`src/logic/cosmic_pkg.sv`:
```
// Shared types for the board glue of the vertical-shooter arcade core.
// Player and cabinet controls arrive active high and already decoded.
// Board-side port bytes are active low, as the game board reads them.
// Download addresses are byte addresses of DL_ADDR_W bits.
package cosmic_pkg;

	parameter int DL_ADDR_W = 25;

	// Game selection as set by the platform menu
	typedef enum logic [2:0] {
		game_none         = 3'd0,
		game_space_panic  = 3'd1,
		game_magic_spot   = 3'd2,
		game_cosmic_alien = 3'd3,
		game_devil_zone   = 3'd4,
		game_no_mans_land = 3'd5
	} game_id_e;

	// One player's stick and buttons
	typedef struct packed {
		logic up;
		logic down;
		logic left;
		logic right;
		logic fire_a;
		logic fire_b;
	} player_ctrl_t;

	// Coin slot and start buttons
	typedef struct packed {
		logic coin;
		logic one_player;
		logic two_players;
	} cabinet_ctrl_t;

	// Port bytes seen by the game CPU, bits active low
	typedef struct packed {
		logic [7:0] in0;
		logic [7:0] in1;
		logic [7:0] in2;
		logic [7:0] dip_a;
	} input_ports_t;

	// One byte of the download stream
	typedef struct packed {
		logic [DL_ADDR_W-1:0] addr;
		logic [7:0]           data;
		logic [7:0]           index;
		logic                 wr;
	} dl_beat_t;

	// One routed write, wr is a single-cycle strobe
	typedef struct packed {
		logic [DL_ADDR_W-1:0] addr;
		logic [7:0]           data;
		logic                 wr;
	} dl_write_t;

endpackage

```
`src/logic/cpu_clock_enables.sv`:
```
// CPU and pixel clock enables derived from clk_sys.
// pix_ena fires every 2nd cycle, cpu_ena every FAST_DIV or SLOW_DIV cycles.
// Both dividers must be even so that fast and slow strobes never sit on
// adjacent cycles when the game changes while running.
module cpu_clock_enables
	import cosmic_pkg::*;
#(
	parameter int FAST_DIV = 4,
	parameter int SLOW_DIV = 6
) (
	input  logic     clk_sys,
	input  logic     reset,
	input  game_id_e game,
	output logic     pix_ena,
	output logic     cpu_ena
);

	localparam int FAST_W = $clog2(FAST_DIV);
	localparam int SLOW_W = $clog2(SLOW_DIV);
	localparam logic [FAST_W-1:0] FAST_LAST = FAST_W'(FAST_DIV - 1);
	localparam logic [SLOW_W-1:0] SLOW_LAST = SLOW_W'(SLOW_DIV - 1);

	logic              pix_cnt;
	logic [FAST_W-1:0] fast_cnt;
	logic [SLOW_W-1:0] slow_cnt;
	logic              fast_stb;
	logic              slow_stb;

	always_ff @(posedge clk_sys) begin
		if (reset) begin
			pix_cnt  <= 1'b0;
			fast_cnt <= '0;
			slow_cnt <= '0;
			pix_ena  <= 1'b0;
			fast_stb <= 1'b0;
			slow_stb <= 1'b0;
		end else begin
			pix_cnt  <= ~pix_cnt;
			fast_cnt <= (fast_cnt == FAST_LAST) ? '0 : fast_cnt + 1'b1;
			slow_cnt <= (slow_cnt == SLOW_LAST) ? '0 : slow_cnt + 1'b1;
			pix_ena  <= pix_cnt;
			// Strobe on the wrap of each counter
			fast_stb <= (fast_cnt == FAST_LAST);
			slow_stb <= (slow_cnt == SLOW_LAST);
		end
	end

	// Magic Spot and Devil Zone run their CPU at the faster rate
	assign cpu_ena = (game == game_magic_spot || game == game_devil_zone) ? fast_stb : slow_stb;

	a_cpu_ena_single: assert property (@(posedge clk_sys) disable iff (reset)
		cpu_ena |=> !cpu_ena)
		else $error("cpu_ena high in two consecutive cycles");

endmodule

```
`src/logic/control_port_mux.sv`:
```
// Maps decoded controls onto the active-low input ports of each game.
// Purely combinational, outputs follow the inputs in the same cycle.
// Unknown game IDs fall back to the Cosmic Alien layout.
module control_port_mux
	import cosmic_pkg::*;
(
	input  game_id_e      game,
	input  player_ctrl_t  p1,
	input  player_ctrl_t  p2,
	input  cabinet_ctrl_t cab,
	input  logic [15:0]   dip,
	input  logic          vblank,
	input  logic [7:0]    vcount,
	output input_ports_t  ports,
	output logic [7:0]    dip_b
);

	// Space Panic player byte, fire_b sits on top
	function automatic logic [7:0] panic_player(input player_ctrl_t p);
		return {~p.fire_b, 2'b11, ~p.up, ~p.down, ~p.left, ~p.right, ~p.fire_a};
	endfunction

	// Cosmic Alien player byte, left/right and one button only
	function automatic logic [7:0] alien_player(input player_ctrl_t p);
		return {5'b11111, ~p.left, ~p.right, ~p.fire_a};
	endfunction

	input_ports_t panic_ports;
	input_ports_t spot_ports;
	input_ports_t alien_ports;
	logic [7:0]   start_dip;

	// Start buttons share the DIP byte on the later boards
	assign start_dip = {~cab.one_player, ~cab.two_players, dip[5:0]};

	always_comb begin
		panic_ports.in0   = panic_player(p1);
		panic_ports.in1   = panic_player(p2);
		panic_ports.in2   = {1'b1, ~cab.coin, 4'b1111, ~cab.two_players, ~cab.one_player};
		panic_ports.dip_a = dip[7:0];
	end

	always_comb begin
		// Top two bits of in0 carry the bonus DIP switches
		spot_ports.in0   = {dip[15:14], ~p1.right, 3'b111, ~p1.left, 1'b1};
		spot_ports.in1   = {2'b11, ~p2.right, 3'b111, ~p2.left, 1'b1};
		spot_ports.in2   = {~p1.fire_a, ~p2.fire_a, 5'b11111, ~vblank};
		spot_ports.dip_a = start_dip;
	end

	always_comb begin
		alien_ports.in0   = alien_player(p1);
		alien_ports.in1   = alien_player(p2);
		// Raster line is read back through in2
		alien_ports.in2   = {2'b00, vcount[7:2]};
		alien_ports.dip_a = start_dip;
	end

	always_comb begin
		case (game)
			game_space_panic: ports = panic_ports;
			game_magic_spot,
			game_devil_zone,
			game_no_mans_land: ports = spot_ports;
			default: ports = alien_ports;
		endcase
	end

	assign dip_b = dip[15:8];

	always_comb begin
		a_game_valid: assert ($isunknown(game) || game <= game_no_mans_land)
			else $error("invalid game id %0d", game);
	end

endmodule

```
`src/logic/download_router.sv`:
```
// Splits the index-0 download stream into program ROM, sample table and
// wave data writes. Each region gets an address rebased to its own start.
// One register stage, no back-pressure; every beat is taken.
module download_router
	import cosmic_pkg::*;
#(
	parameter int TABLE_BASE_ALIEN = 29696,
	parameter int TABLE_BASE_OTHER = 26656,
	parameter int TABLE_BYTES      = 128
) (
	input  logic      clk_sys,
	input  logic      reset,
	input  game_id_e  game,
	input  dl_beat_t  dl,
	input  logic      downloading,
	output dl_write_t rom_wr,
	output dl_write_t table_wr,
	output dl_write_t wave_wr
);

	logic [DL_ADDR_W-1:0] table_base;
	logic [DL_ADDR_W-1:0] wave_base;
	logic [DL_ADDR_W-1:0] addr_rebased;
	logic                 beat_ok;
	logic                 in_rom;
	logic                 in_table;
	logic [DL_ADDR_W-1:0] addr_q;
	logic [7:0]           data_q;
	logic                 rom_q;
	logic                 table_q;
	logic                 wave_q;

	// Cosmic Alien has a longer program, so its samples start higher
	assign table_base = (game == game_cosmic_alien) ? DL_ADDR_W'(TABLE_BASE_ALIEN)
	                                                : DL_ADDR_W'(TABLE_BASE_OTHER);
	assign wave_base  = table_base + DL_ADDR_W'(TABLE_BYTES);

	assign beat_ok  = dl.wr && (dl.index == 8'd0) && downloading;
	assign in_rom   = dl.addr < table_base;
	assign in_table = !in_rom && (dl.addr < wave_base);

	always_comb begin
		if (in_rom)
			addr_rebased = dl.addr;
		else if (in_table)
			addr_rebased = dl.addr - table_base;
		else
			addr_rebased = dl.addr - wave_base;
	end

	always_ff @(posedge clk_sys) begin
		if (reset) begin
			rom_q   <= 1'b0;
			table_q <= 1'b0;
			wave_q  <= 1'b0;
		end else begin
			rom_q   <= beat_ok && in_rom;
			table_q <= beat_ok && in_table;
			wave_q  <= beat_ok && !in_rom && !in_table;
		end
	end

	always_ff @(posedge clk_sys) begin
		addr_q <= addr_rebased;
		data_q <= dl.data;
	end

	// Payload is shared, the strobe tells which region owns it
	assign rom_wr   = '{addr: addr_q, data: data_q, wr: rom_q};
	assign table_wr = '{addr: addr_q, data: data_q, wr: table_q};
	assign wave_wr  = '{addr: addr_q, data: data_q, wr: wave_q};

	a_one_region: assert property (@(posedge clk_sys) disable iff (reset)
		$onehot0({rom_wr.wr, table_wr.wr, wave_wr.wr}))
		else $error("download beat routed to more than one region");

endmodule

```
`src/logic/reset_sequencer.sv`:
```
// Holds the game board in reset until the first ROM download completes.
// Menu reset and any download in progress also assert core_reset.
// rom_loaded stays set until the next system reset.
module reset_sequencer (
	input  logic clk_sys,
	input  logic reset,
	input  logic downloading,
	input  logic menu_reset,
	output logic core_reset
);

	logic downloading_d;
	logic rom_loaded;

	always_ff @(posedge clk_sys) begin
		if (reset) begin
			downloading_d <= 1'b0;
			rom_loaded    <= 1'b0;
			core_reset    <= 1'b1;
		end else begin
			downloading_d <= downloading;
			// End of download marks the ROM as valid
			if (downloading_d && !downloading)
				rom_loaded <= 1'b1;
			core_reset <= menu_reset || downloading || !rom_loaded;
		end
	end

endmodule

```
`src/logic/cosmic_glue_top.sv`:
```
// Board glue between the platform I/O and the game board.
// Clock enables, control ports, download routing and board reset.
// Controls must arrive already decoded and active high.
module cosmic_glue_top
	import cosmic_pkg::*;
#(
	parameter int FAST_DIV         = 4,
	parameter int SLOW_DIV         = 6,
	parameter int TABLE_BASE_ALIEN = 29696,
	parameter int TABLE_BASE_OTHER = 26656,
	parameter int TABLE_BYTES      = 128
) (
	input  logic          clk_sys,
	input  logic          reset,
	input  game_id_e      game,
	input  player_ctrl_t  p1,
	input  player_ctrl_t  p2,
	input  cabinet_ctrl_t cab,
	input  logic [15:0]   dip,
	input  logic          vblank,
	input  logic [7:0]    vcount,
	input  dl_beat_t      dl,
	input  logic          downloading,
	input  logic          menu_reset,
	output logic          pix_ena,
	output logic          cpu_ena,
	output input_ports_t  ports,
	output logic [7:0]    dip_b,
	output dl_write_t     rom_wr,
	output dl_write_t     table_wr,
	output dl_write_t     wave_wr,
	output logic          core_reset
);

	cpu_clock_enables #(
		.FAST_DIV (FAST_DIV),
		.SLOW_DIV (SLOW_DIV)
	) cpu_clock_enables_i (
		.clk_sys (clk_sys),
		.reset   (reset),
		.game    (game),
		.pix_ena (pix_ena),
		.cpu_ena (cpu_ena)
	);

	control_port_mux control_port_mux_i (
		.game   (game),
		.p1     (p1),
		.p2     (p2),
		.cab    (cab),
		.dip    (dip),
		.vblank (vblank),
		.vcount (vcount),
		.ports  (ports),
		.dip_b  (dip_b)
	);

	download_router #(
		.TABLE_BASE_ALIEN (TABLE_BASE_ALIEN),
		.TABLE_BASE_OTHER (TABLE_BASE_OTHER),
		.TABLE_BYTES      (TABLE_BYTES)
	) download_router_i (
		.clk_sys     (clk_sys),
		.reset       (reset),
		.game        (game),
		.dl          (dl),
		.downloading (downloading),
		.rom_wr      (rom_wr),
		.table_wr    (table_wr),
		.wave_wr     (wave_wr)
	);

	reset_sequencer reset_sequencer_i (
		.clk_sys     (clk_sys),
		.reset       (reset),
		.downloading (downloading),
		.menu_reset  (menu_reset),
		.core_reset  (core_reset)
	);

endmodule

```
`config.mk`:
```
export PLATFORM = sky130hd
export DESIGN_NAME = cosmic_glue_top
export DESIGN_NICKNAME = d
export VERILOG_FILES = /design/src/logic/cosmic_pkg.sv /design/src/logic/cpu_clock_enables.sv /design/src/logic/control_port_mux.sv /design/src/logic/download_router.sv /design/src/logic/reset_sequencer.sv /design/src/logic/cosmic_glue_top.sv
export SDC_FILE = /design/constraint.sdc
export NUM_CORES = 1
export LEC_CHECK = 0
export BUFFER_PORTS_ARGS = -buffer_cell sky130_fd_sc_hd__buf_2
export CORE_MARGIN = 5
export CORE_UTILIZATION = 42
export DETAILED_ROUTE_END_ITERATION = 10
export GPL_ROUTABILITY_DRIVEN = 0
export PLACE_DENSITY = 0.87
export SLEW_MARGIN = 5
export SYNTH_ARGS = -nofsm -noshare
export SYNTH_HDL_FRONTEND = slang
export SYNTH_SLANG_ARGS = --single-unit
```
`constraint.sdc`:
```
create_clock -name clk_sys -period 4.4 [get_ports clk_sys]
set_input_delay 0.88 -clock clk_sys [delete_from_list [all_inputs] [get_ports clk_sys]]
set_output_delay 0.88 -clock clk_sys [all_outputs]
set_load 0.01 [all_outputs]
```
==> qor_table.md <==
| Result | Reported |
| --- | --- |
| Status | finished, final reports clean |
| Total Power | 1.15 mW |
| Most used flip-flop cell after synthesis | dfxtp_1 |
| Register clock-pin slew on the reported worst setup and hold paths | 0.09 ns |
| Antenna violation net count after detailed routing | 0 |
| Pin count of the biggest net entering global routing | 17 |
| Worst-case hold slack | 0.404 ns |
| PnR worst setup slack | 1.23 ns |
| Layout overhead on the synthesized area | 21.2% |
| Die height | 91.9 um |
| Via count | 2586 |
| Ratio of routed vias to standard cells | 4.82 |
| Max-slew violation total from the final report | 0 |
| Yosys synthesis warning count | 0 |
| Worst Path Required | 3.52 ns |
| Htree depth | 2 |
| Count of cell types in the netlist | 49 |
| Period utilisation layout | 72.1% |
| Area contributors post-synth | dfxtp_1 34%, buf_4 22%, nor2_1 4.1%, ha_1 3.6%, a21oi_1 3.4% |
| Worst-case setup slack after placement | 1.03 ns |
| Worst-Margin Slew | 0.676 ns |
| Element type at the critical path end | primary output |
| Filler cell count | 587 |
| Cts-stage hold buffer count | 0 |
| Std-Cell Rows | 29 |
| CP startpoint kind | primary input |
| Cell area after layout | 3410 sq um |
| Antenna cell count | 0 |
| Die area | 8450 sq um |
| Cell type with the highest aggregate area in the netlist | dfxtp_1 |
| Cell count after placement | 528 |
| Count of unresolved DRC violations after routing | 0 |
| Wire length of the first global-routing pass | 12000 um |
| Wire length reported by the detailed router | 7850 um |
| Total of cells resized after clock tree synthesis | 0 |
| Finish-stage setup viols | 0 |
| Net count of the finished layout | 555 |
| WP data arrival | 2.29 ns |
| Worst path buffer plus inverter count | 3 |
| Crit path cell chain | buf_2 > nor3b_1 > buf_4 > nor2_1 > a211o_1 > buf_2 |
| Min-delay worst type | reg2reg |
| Maximum clock insertion buffer count | 2 |
| Number of nets in the synthesized netlist | 434 |
| LEAKAGE | 1.74 nW |
| Largest fanout on the critical path | 7 |
| Final Util | 53.2% |
| I/O Buffers | 206 |
| Count of state elements after synthesis | 48 |
| DP Wirelength | 6780 um |
| Fraction of registers with async set or reset after synthesis | 0% |
| Power Density | 337 nW/um^2 |
| CTS tree | yes |
| Max cap viols | 0 |
| Num ports | 234 |
| Cell Area, Synth | 2820 sq um |
| Starting DRT DRC Count | 131 |
| Number of global-route vias before repair | 2519 |
| Wire length per cell | 14.6 um |
| Total negative slack for setup checks | 0 ns |
| TritonCTS Buffers | 5 |
| Cell area reported after detailed placement | 3280 sq um |
| Initial cell density of the core | 43.9% |
| Type of the setup path with the least slack | in2out |
| Number of enable-type register cells in the synthesized netlist | 0 |
| Proportion of netlist area held by the largest area contributor | 34.1% |
| RSZ-0062 raised after global routing | no |
| CP top delay family | simple AND/OR/NAND/NOR gates |
| Share of cells above drive strength 1 | 50.3% |
| Total clock sinks | 48 |
| IR Drop Worst-Case VDD | 0.137 mV |
| Average cell area after synthesis | 8.36 sq um |
| Peak Freq | 315 MHz |
| Sequential element share of the synthesized area | 34.1% |
| Number of hold violations in the final report | 0 |
| Gr ovfl total | 0 |
| Die span in x | 91.9 um |
| First-pass iteration count of the detailed router | 4 |
| Worst slew margin relative to its limit | 54.8% |
| Clock latency of the later-clocked register in the worst-skew pair | 0.30 ns |
| Final standard cell count with taps included and fillers excluded | 536 |
| Placeable core area | 6420 sq um |
| # Post-CTS Setup Buffers | 0 |
| Dominant cell type by count on the critical path | buf_2 |
| Antenna violations before repair | 0 |
| Fin Clk Skew | 0.00522 ns |
| Master of the slowest instance on the critical path | nor3b_1 |
| Buffer type at the clock tree root | clkbuf_8 |
| Post-Syn Instances | 337 |
| Maximum single-stage delay on the critical path | 0.58 ns |
| Final critical path time including I/O delays and setup | 3.17 ns |
| Global-route total usage across every layer | 17.4% |
## metal layers
metal	share of wire, %	track usage [%]	wire length, um	vias up
met5	0	0	0	-
met2	53	34.2	4150	151
met1	35	17.0	2780	1129
li1	-	-	-	1292
met3	9.8	5.07	770	14
met4	1.8	6.31	143	0
## logic make-up (layout without fill, tap and decap cells)
family	Yosys count	after routing	synth area share, %
simple gates	104	104	18.6
flops	48	48	34.1
mux	5	5	1.82
fa+ha+maj	8	8	3.55
compound gates	61	61	13.8
other cells	1	1	0.133
buf+inv	101	223	25.2
xor+xnor	9	9	2.80
## state kept, by name, indices dropped and copies added, names as in the netlist, 2 cells and up
signal and count:
download_router_i.data_q 8, cpu_clock_enables_i.fast_cnt 2, cpu_clock_enables_i.slow_cnt 3, download_router_i.addr_q 25
## Yosys cell counts (all sizes together) (2+ instances only)
library cell and count:
buf 86, dfxtp 48, nor2 31, nand2 25
a21oi 20, o21ai 18, nor3 12, clkbuf 8
ha 8, inv 7, or3 7, nand2b 6
xnor2 5, mux2i 4, nor2b 4, xor2 4
a21o 3, nand4 3, o21a 3, or2 3
a211oi 2, a31oi 2, and2 2, nand3 2
nor3b 2, o211ai 2, o21ba 2, o31ai 2
## cells in the final DEF (no fill, tap or decap), drive strengths merged, types with 2 or more instances in the layout
cell    synthesis  final
a211oi          2      2
a21o            3      3
a21oi          20     20
a31oi           2      2
and2            2      2
buf            86    208
bufinv          0      2
clkbuf          8      5
dfxtp          48     48
ha              8      8
inv             7      8
mux2i           4      4
nand2          25     25
nand2b          6      6
nand3           2      2
nand4           3      3
nor2           31     31
nor2b           4      4
nor3           12     12
nor3b           2      2
o211ai          2      2
o21a            3      3
o21ai          18     18
o21ba           2      2
o31ai           2      2
or2             3      3
or3             7      7
xnor2           5      5
xor2            4      4
## path summary, 6_finish.rpt
check / cells after the start / to / slack (ns) / start
hold / removal: 1 / cpu_clock_enables_i.pix_cnt$_SDFF_PP0_ / 0.40 / cpu_clock_enables_i.pix_cnt$_SDFF_PP0_
setup / recovery: 6 / ports[31] / 1.23 / game[0]
setup reg to reg: 1 / reset_sequencer_i.core_reset$_SDFF_PP1_ / 3.38 / reset_sequencer_i.rom_loaded$_SDFFE_PP0P_
hold reg to reg: 1 / cpu_clock_enables_i.pix_cnt$_SDFF_PP0_ / 0.40 / cpu_clock_enables_i.pix_cnt$_SDFF_PP0_
## layout make-up
class,instances,area [sq um],area share [%]
tap,77,96.3,2.82
inverter,7,26.3,0.770
multi-input combinational,188,1150,33.6
timing repair buffer,208,1050,30.6
clock buffer,5,68.8,2.02
sequential,48,961,28.1
clock inverter,3,68.8,2.02
## power breakdown
part / internal, mW / switching, mW / total (mW)
Sequential: 0.468 / 0.0185 / 0.486
Combinational: 0.129 / 0.157 / 0.286
Clock: 0.229 / 0.149 / 0.378
Note: power is estimated with default switching activity, not from simulation.
